[src/tconv_pkg.sv]
package tconv_pkg;

    // ============================================================
    // Memory geometry
    // ============================================================
    localparam int WORD_W      = 8;
    localparam int ADDR_W      = 11;
    localparam int MEM_DEPTH   = 2048;
    localparam int LINE_WORDS  = 16;
    localparam int LINE_IDX_W  = $clog2(LINE_WORDS);

    // Ifmap lives below this address, weights from here up
    localparam int WEIGHT_BASE = 1024;

    // ============================================================
    // Layer configuration
    // ============================================================
    localparam int TILES_PER_BATCH = 4;
    localparam int PASS_W          = 8;
    localparam int TAG_W           = 6;

    // Row index width per layer, rows per tile is 2**bits
    localparam int ROW_BITS_L0 = 5;
    localparam int ROW_BITS_L1 = 6;
    localparam int ROW_BITS_L2 = 4;
    localparam int ROW_BITS_L3 = 3;

    // Sum of 16 products of two 8-bit words
    localparam int ACC_W = 20;

    // Scheduler FSM
    typedef enum logic [2:0] {
        IDLE, FETCH, WAIT_FETCH, COMPUTE, WAIT_COMPUTE, DONE
    } sched_state_t;

endpackage
[src/batch_scheduler.sv]
`timescale 1ns/1ps

module batch_scheduler (
    input  logic                          clk,
    input  logic                          rst_n,
    input  logic                          start,
    input  logic [1:0]                    layer_id,
    input  logic [2:0]                    batch_id,
    input  logic                          fetch_done_if,
    input  logic                          fetch_done_wt,
    input  logic                          mac_done,
    output logic                          fetch_start,
    output logic [tconv_pkg::ADDR_W-1:0]  if_base,
    output logic [tconv_pkg::ADDR_W-1:0]  wt_base,
    output logic                          mac_start,
    output logic [tconv_pkg::TAG_W-1:0]   tile_id,
    output logic [tconv_pkg::TAG_W-1:0]   row_id,
    output logic                          busy,
    output logic                          batch_done
);
    import tconv_pkg::*;

    sched_state_t      state;
    logic [1:0]        layer_q;
    logic [2:0]        batch_q;
    logic [PASS_W-1:0] pass_cnt;
    logic              if_seen;
    logic              wt_seen;

    logic [2:0]        row_bits;
    logic [PASS_W-1:0] row_mask;
    logic [PASS_W-1:0] last_pass;
    logic [TAG_W-1:0]  row;
    logic [1:0]        tile;

    // ============================================================
    // Layer-aware pass decoding
    // ============================================================
    always_comb begin
        case (layer_q)
            2'd0:    row_bits = 3'(ROW_BITS_L0);
            2'd1:    row_bits = 3'(ROW_BITS_L1);
            2'd2:    row_bits = 3'(ROW_BITS_L2);
            default: row_bits = 3'(ROW_BITS_L3);
        endcase
    end

    assign row_mask  = PASS_W'((1 << row_bits) - 1);
    assign last_pass = PASS_W'((TILES_PER_BATCH << row_bits) - 1);
    assign row       = TAG_W'(pass_cnt & row_mask);
    assign tile      = 2'(pass_cnt >> row_bits);

    assign tile_id = TAG_W'({batch_q, tile});
    assign row_id  = row;

    // One line per row, weight lines repeat every 16 rows inside a tile
    assign if_base = ADDR_W'(row * LINE_WORDS);
    assign wt_base = ADDR_W'(WEIGHT_BASE + tile * LINE_WORDS * LINE_WORDS
                             + row[3:0] * LINE_WORDS);

    // ============================================================
    // Pass sequencing
    // ============================================================
    always_ff @(posedge clk or negedge rst_n) begin
        if (!rst_n) begin
            state    <= IDLE;
            layer_q  <= '0;
            batch_q  <= '0;
            pass_cnt <= '0;
            if_seen  <= 1'b0;
            wt_seen  <= 1'b0;
        end else begin
            case (state)
                IDLE, DONE: begin
                    if (start) begin
                        layer_q  <= layer_id;
                        batch_q  <= batch_id;
                        pass_cnt <= '0;
                        state    <= FETCH;
                    end else begin
                        state <= IDLE;
                    end
                end
                FETCH: begin
                    if_seen <= 1'b0;
                    wt_seen <= 1'b0;
                    state   <= WAIT_FETCH;
                end
                WAIT_FETCH: begin
                    // Fetchers finish in either order
                    if (fetch_done_if)
                        if_seen <= 1'b1;
                    if (fetch_done_wt)
                        wt_seen <= 1'b1;
                    if ((if_seen || fetch_done_if) && (wt_seen || fetch_done_wt))
                        state <= COMPUTE;
                end
                COMPUTE: state <= WAIT_COMPUTE;
                WAIT_COMPUTE: begin
                    if (mac_done) begin
                        if (pass_cnt == last_pass) begin
                            state <= DONE;
                        end else begin
                            pass_cnt <= pass_cnt + 1'b1;
                            state    <= FETCH;
                        end
                    end
                end
                default: state <= IDLE;
            endcase
        end
    end

    // Strobes decoded straight from the state
    assign fetch_start = (state == FETCH);
    assign mac_start   = (state == COMPUTE);
    assign batch_done  = (state == DONE);
    assign busy        = (state != IDLE) && (state != DONE);

endmodule

[config.mk]
export PLATFORM = sky130hd
export DESIGN_NAME = batch_scheduler
export DESIGN_NICKNAME = d
export VERILOG_FILES = /design/src/tconv_pkg.sv /design/src/batch_scheduler.sv
export SDC_FILE = /design/constraint.sdc
export NUM_CORES = 1
export LEC_CHECK = 0
export ABC_AREA = 1
export BUFFER_PORTS_ARGS = -buffer_cell sky130_fd_sc_hd__buf_2
export CAP_MARGIN = 20
export CORE_MARGIN = 5
export CORE_UTILIZATION = 44
export CTS_CLUSTER_SIZE = 14
export DETAILED_ROUTE_END_ITERATION = 7
export PLACE_DENSITY_LB_ADDON = 0.3
export RECOVER_POWER = 25
export SLEW_MARGIN = 20
export SYNTH_ARGS = -nofsm -noshare
export SYNTH_HDL_FRONTEND = slang
export SYNTH_SLANG_ARGS = --single-unit
[constraint.sdc]
create_clock -name clk -period 1.6 [get_ports clk]
set_clock_uncertainty 0.05 [all_clocks]
set_input_delay 0.08 -clock clk [delete_from_list [all_inputs] [get_ports clk]]
set_output_delay 0.08 -clock clk [all_outputs]
set_load 0.02 [all_outputs]
After elaboration in Yosys (flattened, before gate mapping)
Index checks and enable logic that the tools add are counted.
{"block": "totals", "out_inout_bits": 38, "input_bits": 11, "regBits": 18}
{"block": "classes", "bitwise_logic": 1, "reduce_logical": 15, "shifts": 3, "eq_ne": 15, "muxes": 14, "n_addsub": 5}
{"cell": "$mux 8", "n": 3}
{"cell": "$pmux 8 s2", "n": 1}
{"cell": "$pmux 3 s5", "n": 1}
{"cell": "$ne 2x2->1 const B", "n": 6}
{"cell": "$add 11x10->11 const A", "n": 1}
{"cell": "$add 11x8->11", "n": 1}
{"cell": "$mux 3", "n": 3}
{"cell": "$pmux 3 s3", "n": 1}
{"cell": "$add 8x1->8 const B", "n": 1}
{"cell": "$eq 8x8->1", "n": 1}
{"cell": "$reduce_and 2->1", "n": 4}
{"cell": "$shl 3x3->8 const A", "n": 1}
{"cell": "$shr 8x3->2", "n": 1}
{"cell": "$sub 8x2->8 const B", "n": 1}
{"cell": "$and 6x6->6", "n": 1}
{"cell": "$eq 3x2->1 const B", "n": 2}
{"cell": "$eq 3x3->1 const B", "n": 2}
{"cell": "$shl 1x3->6 const A", "n": 1}
{"cell": "$sub 6x2->6 const B", "n": 1}
{"cell": "$pmux 1 s2", "n": 2}
{"cell": "$reduce_and 4->1", "n": 1}
{"cell": "$reduce_bool 2->1", "n": 2}
{"cell": "$eq 3x1->1 const B", "n": 1}
{"cell": "$logic_not 3->1", "n": 1}
{"cell": "other kinds (9)", "n": 13}

Longest topological paths before layout
Gate-level depths: netlist (run 1).
{"block": "logic_depth", "ltp_word": 8, "depth_mapped": 11, "ltp_nobuf": 11}

Worst setup path after synthesis (run 1)
Ideal clock, no wire load.
{"block": "synth_path", "path_kind": "register to output", "startpoint": "register layer_q[1]", "endpoint": "output port wt_base[9] (netlist bit)", "setup_slack_ps": -408, "path_stages_with_launch": 8, "path_buffers": 2, "arrival_ps": 1878, "required_ps": 1470, "path_cell_list": "dfrtp_1 -> inv_1 -> ha_1 -> clkbuf_1 -> o21ai_0 -> a21oi_1 -> a31oi_1 -> buf_4"}
{"block": "synth_via", "elab_cells_between_ends": 10, "cone_classes": "3 x add/sub; 2 x eq/ne; 2 x shift; 1 x mux; 1 x bitwise; 1 x reduce/logical"}
{"element": "start: declaration", "line_no": "batch_scheduler.sv:24", "source": "logic [1:0] layer_q;"}
{"element": "start signal: assignment", "line_no": "batch_scheduler.sv:76", "source": "layer_q <= layer_id;"}
{"element": "$eq 2x2->1, or another cell as far along", "line_no": "batch_scheduler.sv:40", "source": "case (layer_q)"}
{"element": "$pmux 3 s3 (*)", "line_no": "batch_scheduler.sv:40"}
{"element": "$shr 8x3->2 (*)", "line_no": "batch_scheduler.sv:51", "source": "assign tile = 2'(pass_cnt >> row_bits);"}
{"element": "via tile_id, one bit", "line_no": "batch_scheduler.sv:16", "source": "output logic [tconv_pkg::TAG_W-1:0] tile_id,"}
{"element": "$add 11x10->11 (*)", "line_no": "batch_scheduler.sv:58", "source": "assign wt_base = ADDR_W'(WEIGHT_BASE + tile * LINE_WORDS * LINE_WORDS"}
{"element": "$add 11x8->11 (*)", "line_no": "batch_scheduler.sv:59", "source": "+ row[3:0] * LINE_WORDS);"}
{"element": "end: declaration", "line_no": "batch_scheduler.sv:14", "source": "output logic [tconv_pkg::ADDR_W-1:0] wt_base,"}
The timed path passes the listed nets; every way through them passes the cells marked *.

Worst setup path after layout (run 1)
{"block": "layout_path", "startpoint": "register layer_q[1]", "endpoint": "output port tile_id[1] (netlist bit)"}
{"block": "layout_via", "elab_chain_len": 3, "elab_cells_between_ends": 5, "cone_classes": "2 x eq/ne; 1 x shift; 1 x mux; 1 x reduce/logical"}
{"element": "$eq 2x2->1, or another cell as far along", "line_no": "batch_scheduler.sv:40"}
{"element": "$pmux 3 s3 (*)", "line_no": "batch_scheduler.sv:40"}
{"element": "$shr 8x3->2 (*)", "line_no": "batch_scheduler.sv:51"}
{"element": "end: declaration", "line_no": "batch_scheduler.sv:16"}
Every way passes the cells marked *; elsewhere a longest branch is shown, timed or not.

==> flow_summary.toml, run 1 <==
[run_status]
outcome = "finished with violations"
violations = "negative setup slack"

[logic_synthesis]
yosysUniqueCellTypes = 30
synth_area_um2 = 1530
yosys.area.top_type = "dfrtp_1"
synth_top_area_share_pct = 29.4
async_flop_share_pct = 100
seq_area_frac_synth_pct = 29.4
synthTopCellsByCount = "nand2_1, buf_4, inv_1, nor2_1, dfrtp_1"
syn_inst = 216
synth_edf_count = 0
synth_most_common_cell = "nand2_1"
synth-seq-cells = 18
yosys_most_used_dff = "dfrtp_1"
synth.area.top_cells = "dfrtp_1, nand2_1, buf_4"
avgSynthCellArea_um2 = 7.10
yosysWarnings = 0

[finish]
antennaDiodeCount = 0
layout-drive-gt1-share_pct = 42.2
final_cells = 321
fillerInstances = 293
fin_nets = 293
areaGrowthSynthToFinish_pct = 47.3

[power_and_ir_drop]
powerDensity_nw_per_um2 = 1770
p_leak_nw = 1.14
ir_worst_vdd_mv = 0.923
power.total_mw = 4.00

[clocking]
clock_path_buffers = 2
path_clk_slew_ps = 100
clock_latency_ps = 300
cts_tree = "done"
cts-root-buf = "clkbuf_4"
h-tree-depth = 1
clock-sinks = 18
cts_buffers = 3

[sta]
slew_headroom_pct = 33.9
min_period_ps = 1870
max_freq_mhz = 536
worst_pin_slew_ps = 991
post-route-period-util_pct = 117
finalHoldViolations = 0
slew_violations = 0
setup_viol = 25
rsz0062_at_grt = "true"
setup_ws_ps = -266

[route]
ant_nets = 0
drt-total-wl_mm = 4.22
wl_per_cell_um = 13.1
dr.pass1.iters = 4
drt_iter0_markers = 72
drc_errors = 0
via_per_inst = 4.89
vias = 1569

[floorplanning]
io_pins = 49
num_rows = 21
dieArea_um2 = 4770
fp.dieW_um = 69.0
chipHeight_um = 69.0
start_util_pct = 45.6
coreArea_um2 = 3360

[worst_setup_path]
cp_data_arrival_time_ps = 1740
path_max_fanout = 6
endpoint_kind = "output pin"
cp_data_required_time_ps = 1470
critPathLaunchType = "register"
r2r_cells = 11
reg2reg_from = "layer_q[0]$_DFFE_PN0N_"
timing.rr.end = "pass_cnt[3]$_DFFE_PN0P_"
critical_path_class = "register to output pin"
r2r_setup_slack_ps = -210

[global_routing]
grt_pass1_vias = 1459
overflow = 0
grt_pass1_wl_mm = 6.37
track_usage_pct = 15.7
antenna_found_initial = 0
grt_start_max_net_pins = 19

[placed_design]
dp_hpwl_mm = 2.72
gp_congestion = 0.852
port_buffers = 37
dp_cells = 298

[hold_path]
min_from = "mac_done"
hp-class = "primary input to register"
hold-path-endpoint = "pass_cnt[1]$_DFFE_PN0P_"
hold_depth = 3

[job]
maxCapViolCount = 0
## report_power, final
part | switching [mW] | internal (mW) | total [mW]
Sequential | 0.111 | 0.590 | 0.701
Combinational | 1.62 | 1.40 | 3.01
Clock | 0.146 | 0.139 | 0.284
## stage by stage
stage               setup WS (ps)  area (um2)  utilization [%]  TNS, ps  hold slack [ps]
floorplan                   -8.10        1620                -    -8.10             -266
global placement            -58.5        1770             52.6     -328            -15.8
detailed placement          -49.0        1770             52.6     -333            -14.5
CTS                          -232        2050             60.9    -2390             8.83
global route                 -355        2260             67.2    -6190             18.5
finish                       -266        2260             67.2    -4210             14.3
## sequential cells by signal (all words and copies together), names as in the netlist
signal	count
batch_q	3
if_seen	1
layer_q	2
pass_cnt	8
state	3
wt_seen	1
## how the worst max path moves through the flow
stage | start | to | slack (ps) | depth (start not counted)
after global placement | layer_q[0]$_DFFE_PN0N_ | pass_cnt[5]$_DFFE_PN0P_ | -60 | 9
after CTS | layer_q[0]$_DFFE_PN0N_ | wt_base[9] | -230 | 6
after detailed placement | layer_q[0]$_DFFE_PN0N_ | pass_cnt[3]$_DFFE_PN0P_ | -50 | 9
after global routing | layer_q[1]$_DFFE_PN0N_ | tile_id[0] | -360 | 8
final | layer_q[1]$_DFFE_PN0N_ | tile_id[1] | -270 | 6
after floorplan | layer_q[1]$_DFFE_PN0N_ | wt_base[9] | -8 | 7
## placed cells by master, fill, tap and decap left out, types with 7 or more instances in the layout
master         synthesis  final
nand2_1               63     48
buf_6                  1     28
inv_1                 24     20
buf_2                  0     20
dfrtp_1               18     18
nand2_2                2     16
buf_4                 25     15
nor2_1                19     14
conb_1                 2     11
nand3_1                9      9
nand4_1                8      8
dlygate4sd3_1          0      8
nor2_4                 2      7
## worst max-delay path: stages (launching register included)
cell	delay, ps
dfrtp_1	410
inv_2	110
ha_4	220
buf_6	130
o211ai_1	270
a31oi_4	140
buf_6	150
## area by class of cell
type | instances | area (um2) | area share [%]
Multi-Input combinational cell | 156 | 1010 | 44.6
Timing Repair Buffer | 72 | 612 | 27.1
Sequential cell | 18 | 450 | 19.9
Inverter | 25 | 96.3 | 4.26
Tap cell | 46 | 57.6 | 2.55
Clock buffer | 4 | 36.3 | 1.61
## kinds of logic (layout without fill, tap and decap cells)
logic type	Yosys count	count (layout)	share of synthesized area (%)
flip-flops	18	18	29.4
XOR/XNOR	1	1	0.571
AO/OA/AOI/OAI	21	21	8.40
multiplexers	3	3	2.20
buffers and inverters	52	101	19.3
AND/OR/NAND/NOR	113	114	34.7
other	2	11	0.490
adder cells (fa/ha/maj)	6	6	4.89
## what timing repair did
action / CTS / global route
gates resized for setup: 41 / 44
hold buffers: 8 / 0
pin swaps: 4 / 15
buffers inserted: 3 / 7
gates cloned: 1 / 1
endpoints found under the hold margin: 25 / 0
setup endpoints to repair: 24 / 25
## routing by layer
layer	track usage (%)	wire [um]
met5	0	0
met4	5.64	76
met3	2.33	237
met2	27.5	2150
met1	19.2	1750
Note: power is estimated with default switching activity, not from simulation.
==> run 2, diff against run 1 <==
Settings changed: GPL_TIMING_DRIVEN set to 0.
==> run 2 against run 1 <==
Compared with the run above:
- the run still ends with negative setup slack left
- utilization is 1.9 points higher
- cell area up 2.8%
- clock power barely moved
- fmax is 5.2% lower
- register-to-register slack lost 50 ps
- first-iteration DRC count is 15% lower
- hold slack about the same
==> flow_summary.toml, run 2 (same netlist as run 1, synthesis figures left out) <==
[route]
via_per_inst = 4.81
dr.pass1.iters = 5
vias = 1610
drt_iter0_markers = 61
drt-total-wl_mm = 4.08
drc_errors = 0
wl_per_cell_um = 12.2
ant_nets = 0

[finish]
layout_commonest_cell = "nand2_1"
largestRegisters = "pass_cnt: 8 flops, batch_q: 3 flops, state: 3 flops"
antennaDiodeCount = 0
fin_area_um2 = 2320
areaGrowthSynthToFinish_pct = 51.4
final_cell_mix = "nand2_1, buf_4, buf_6"
fin_nets = 307
final_util_pct = 69.0
layout-drive-gt1-share_pct = 42.2
final_cells = 335
top_register = "pass_cnt"
largest_reg_flops = 8

[job]
maxCapViolCount = 0

[power_and_ir_drop]
powerDensity_nw_per_um2 = 1720
p_leak_nw = 1.21
ir_worst_vdd_mv = 1.05

[sta]
worst_pin_slew_ps = 982
setup_ws_ps = -368
min_period_ps = 1970
slew_headroom_pct = 34.5
slew_violations = 0
finalHoldViolations = 0
setup_viol = 27
post-route-period-util_pct = 123
rsz0062_at_grt = "true"
whs_ps = 14.5
max_freq_mhz = 508

[clocking]
h-tree-depth = 1
path_clk_slew_ps = 100
cts_tree = "done"
cts-root-buf = "clkbuf_4"
clock_path_buffers = 2
clock-sinks = 18
cts_buffers = 3
clock_latency_ps = 300

[worst_setup_path]
r2r_setup_slack_ps = -260
endpoint_kind = "output pin"
critical_path_class = "register to output pin"
timing.rr.end = "pass_cnt[6]$_DFFE_PN0P_"
r2r_cells = 10
cp_data_arrival_time_ps = 1840
path_max_fanout = 5
cp_data_required_time_ps = 1470
reg2reg_from = "layer_q[0]$_DFFE_PN0N_"
critPathLaunchType = "register"

[global_routing]
antenna_found_initial = 0
grt_start_max_net_pins = 19
grt_pass1_wl_mm = 6.73
grt_pass1_vias = 1554
track_usage_pct = 16.7
overflow = 0

[placed_design]
dp_cells = 308
port_buffers = 37
dpl_cell_area_um2 = 1860
gp_congestion = 0.826
dp_hpwl_mm = 2.57

[run_status]
outcome = "finished with violations"
violations = "negative setup slack"

[floorplanning]
fp.dieW_um = 69.0
coreArea_um2 = 3360
chipHeight_um = 69.0
io_pins = 49
dieArea_um2 = 4770
start_util_pct = 45.6
num_rows = 21

[hold_path]
hold-path-endpoint = "pass_cnt[1]$_DFFE_PN0P_"
hold_depth = 3
min_from = "mac_done"
hp-class = "primary input to register"
run 2: cell count changes in the layout (fill, tap and decap cells not counted), sizes merged:
cell and change:
buf +14, clkinvlp +1, inv -1
run 2: per-layer routing:
layer | GRT usage (%) | wire length, um
met4 | 8.03 | 114
met1 | 19.9 | 1680
met5 | 0 | 0
met2 | 28.1 | 2040
met3 | 3.92 | 242
run 2: critical path: stages (launching register included):
cell	delay, ps
dfrtp_1	430
inv_2	80
ha_4	270
buf_8	130
o211ai_1	250
a31oi_4	140
buf_6	130
buf_6	120
run 2: where the power goes:
part	internal [mW]	switching (mW)
registers	0.590	0.131
logic	1.43	1.57
clock network	0.139	0.147
run 2: worst max path at each step:
stage	start	endpoint	slack (ps)
6_report	layer_q[0]$_DFFE_PN0N_	wt_base[9]	-370
5_1_grt	layer_q[1]$_DFFE_PN0N_	wt_base[8]	-450
4_1_cts	layer_q[1]$_DFFE_PN0N_	wt_base[9]	-340
3_5_place_dp	layer_q[1]$_DFFE_PN0N_	pass_cnt[6]$_DFFE_PN0P_	-180
3_3_place_gp	layer_q[1]$_DFFE_PN0N_	pass_cnt[7]$_DFFE_PN0P_	-160
2_1_floorplan	layer_q[1]$_DFFE_PN0N_	wt_base[9]	-8
run 2: timing repair:
action / in CTS / in global routing
endpoints found under the hold margin: 25 / 0
pin swaps: 10 / 10
cloned: 2 / 0
endpoints found under the setup margin: 26 / 27
gates resized for setup: 57 / 12
setup buffers: 12 / 1
hold buffers: 8 / 0
run 2: stage by stage:
stage	setup TNS (ps)	total power, mW	worst slack [ps]
after CTS	-4950	3.78	-339
after detailed placement	-1760	2.76	-180
final	-5490	4.00	-368
after global placement	-1670	2.73	-162
after global routing	-8130	4.26	-448
after floorplan	-8.10	2.31	-8.10
run 2: area by class of cell:
class,count,area [um2]
Fill cell,279,1040
Clock buffer,4,36.3
Timing Repair Buffer,59,478
Buffer,27,233
Tap cell,46,57.6
Multi-Input combinational cell,156,970
Sequential cell,18,450
Inverter,25,97.6
==> run 3, diff against run 2 <==
Settings changed: PLACE_DENSITY_LB_ADDON 0.3 to 0.08.
==> run 3 against run 2 <==
Compared with the run above:
- wire length shrank 1.5%
- power shrank 1.7%
- the run still ends with negative setup slack left
- highest routed layer unchanged
- critical path type unchanged
- clock-buffer cell count is the same
- largest cell class unchanged
- final cell count grew 0.30%
- cell area grew 1.6%
- clock power is essentially flat
- setup slack gained 28 ps
- flip-flop and latch count is the same
- register-to-register slack is essentially flat
- utilization grew 1.1 points
- combinational power shrank 3%
==> flow_summary.toml, run 3 (same netlist as run 1, synthesis figures left out) <==
[route]
via_per_inst = 4.60
drc_errors = 0
drt_iter0_markers = 43
ant_nets = 0
drt-total-wl_mm = 4.01
dr.pass1.iters = 4
wl_per_cell_um = 11.9
vias = 1547

[clocking]
h-tree-depth = 1
clock-sinks = 18
cts-root-buf = "clkbuf_4"
clock_latency_ps = 300
cts_tree = "done"
path_clk_slew_ps = 110
clock_path_buffers = 2
cts_buffers = 3

[job]
maxCapViolCount = 0

[sta]
min_period_ps = 1940
setup_tns_ps = -5300
setup_ws_ps = -340
setup_viol = 26
worst_pin_slew_ps = 986
slew_headroom_pct = 34.3
finalHoldViolations = 0
slew_violations = 0
max_freq_mhz = 516
rsz0062_at_grt = "true"
post-route-period-util_pct = 121

[global_routing]
met1_usage_pct = 20.9
antenna_found_initial = 0
met3_usage_pct = 2.76
overflow = 0
grt_pass1_wl_mm = 6.71
grt_pass1_vias = 1459
track_usage_pct = 16.7
top_usage_layer = "met2"
grt_start_max_net_pins = 19
met2_usage_pct = 29.6

[worst_setup_path]
cp_data_required_time_ps = 1470
cp_data_arrival_time_ps = 1810
endpoint_kind = "output pin"
path_max_fanout = 5
critPathLaunchType = "register"
critical_path_class = "register to output pin"

[placed_design]
dp_cells = 308
dpl_cell_area_um2 = 1860
port_buffers = 37
gp_congestion = 0.839
dp_hpwl_mm = 2.67

[finish]
antennaDiodeCount = 0
regArea_um2 = 452
fin_nets = 308
largestRegisters = "pass_cnt: 8 flops, batch_q: 3 flops, state: 3 flops"
multi_input_area_um2 = 971
largest_reg_flops = 8
fillerInstances = 277
final_cell_mix = "nand2_1, buf_4, buf_6"
fin_area_um2 = 2360
final_cells = 336
layout_commonest_cell = "nand2_1"
layout-drive-gt1-share_pct = 42.4
top_register = "pass_cnt"
areaGrowthSynthToFinish_pct = 53.8
final_util_pct = 70.2

[power_and_ir_drop]
ir_worst_vdd_mv = 0.933
powerDensity_nw_per_um2 = 1670
p_leak_nw = 1.22
power.total_mw = 3.94

[floorplanning]
fp.dieW_um = 69.0
chipHeight_um = 69.0
coreArea_um2 = 3360
num_rows = 21
dieArea_um2 = 4770
start_util_pct = 45.6
io_pins = 49

[run_status]
violations = "negative setup slack"
outcome = "finished with violations"

[hold_path]
hp-class = "primary input to register"
## run 3: cell types whose count changed in the layout (fill, tap and decap cells not counted)
cell      previous run  this run
buf_4               36        30
buf_6               21        28
buf_8                2         1
clkbuf_8             1         2
dfrtp_1             18        17
dfrtp_2              0         1
inv_2                5         4
inv_4                0         1
nor2_1              13        14
nor2_2               5         4
o21a_1               1         0
o21a_4               0         1
o21ai_0              3         4
o21ai_2              1         0
## run 3: power breakdown
part | switching [mW] | total, mW | leakage (nW) | internal [mW]
sequential | 0.136 | 0.728 | 0.231 | 0.592
clock | 0.144 | 0.283 | 0.0210 | 0.139
combinational | 1.53 | 2.92 | 0.970 | 1.40
total | 1.81 | 3.94 | 1.22 | 2.13
## run 3: per-layer routing
metal	wire length (um)	vias up
li1	-	803
met1	1730	700
met2	2030	38
met3	209	6
met4	43	0
met5	0	-
## run 3: through the flow
stage	worst slack, ps	hold slack [ps]
6_report	-340	10.3
5_1_grt	-439	8.18
4_1_cts	-309	4.45
3_5_place_dp	-194	-12.9
3_3_place_gp	-202	-8.99
2_1_floorplan	-8.10	-266
## run 3: worst paths after layout
check / from / to / slack [ps] / cells after the start
max: layer_q[0]$_DFFE_PN0N_ / wt_base[9] / -340 / 7
min: mac_done / pass_cnt[6]$_DFFE_PN0P_ / 10 / 3
max reg2reg: layer_q[1]$_DFFE_PN0N_ / pass_cnt[6]$_DFFE_PN0P_ / -270 / 11
min reg2reg: batch_q[1]$_DFFE_PN0N_ / batch_q[1]$_DFFE_PN0N_ / 460 / 1
max in group asynchronous: rst_n / layer_q[1]$_DFFE_PN0N_ / 420 / 2
min in group asynchronous: rst_n / pass_cnt[6]$_DFFE_PN0P_ / 420 / 2
## run 3: timing repair
item,in CTS,in global routing
endpoints found under the setup margin,26,29
gates resized for setup,63,14
hold buffers,8,0
setup buffers,11,5
gates cloned,2,0
pin swaps,14,10
endpoints found under the hold margin,25,0
## run 3: final cells by class
type                       instances  area share, %
multi-input combinational        156           41.1
tap                               46           2.44
timing repair buffer              60           21.0
inverter                          25           4.24
buffer                            27           10.5
clock buffer                       4           1.54
sequential                        18           19.1
## run 3: worst max-delay path: stages (launching register included)
cell and delay [ps]:
dfrtp_1 420, inv_2 100, ha_4 220, buf_8 130, o211ai_1 270, a31oi_4 130
buf_6 130, buf_6 120
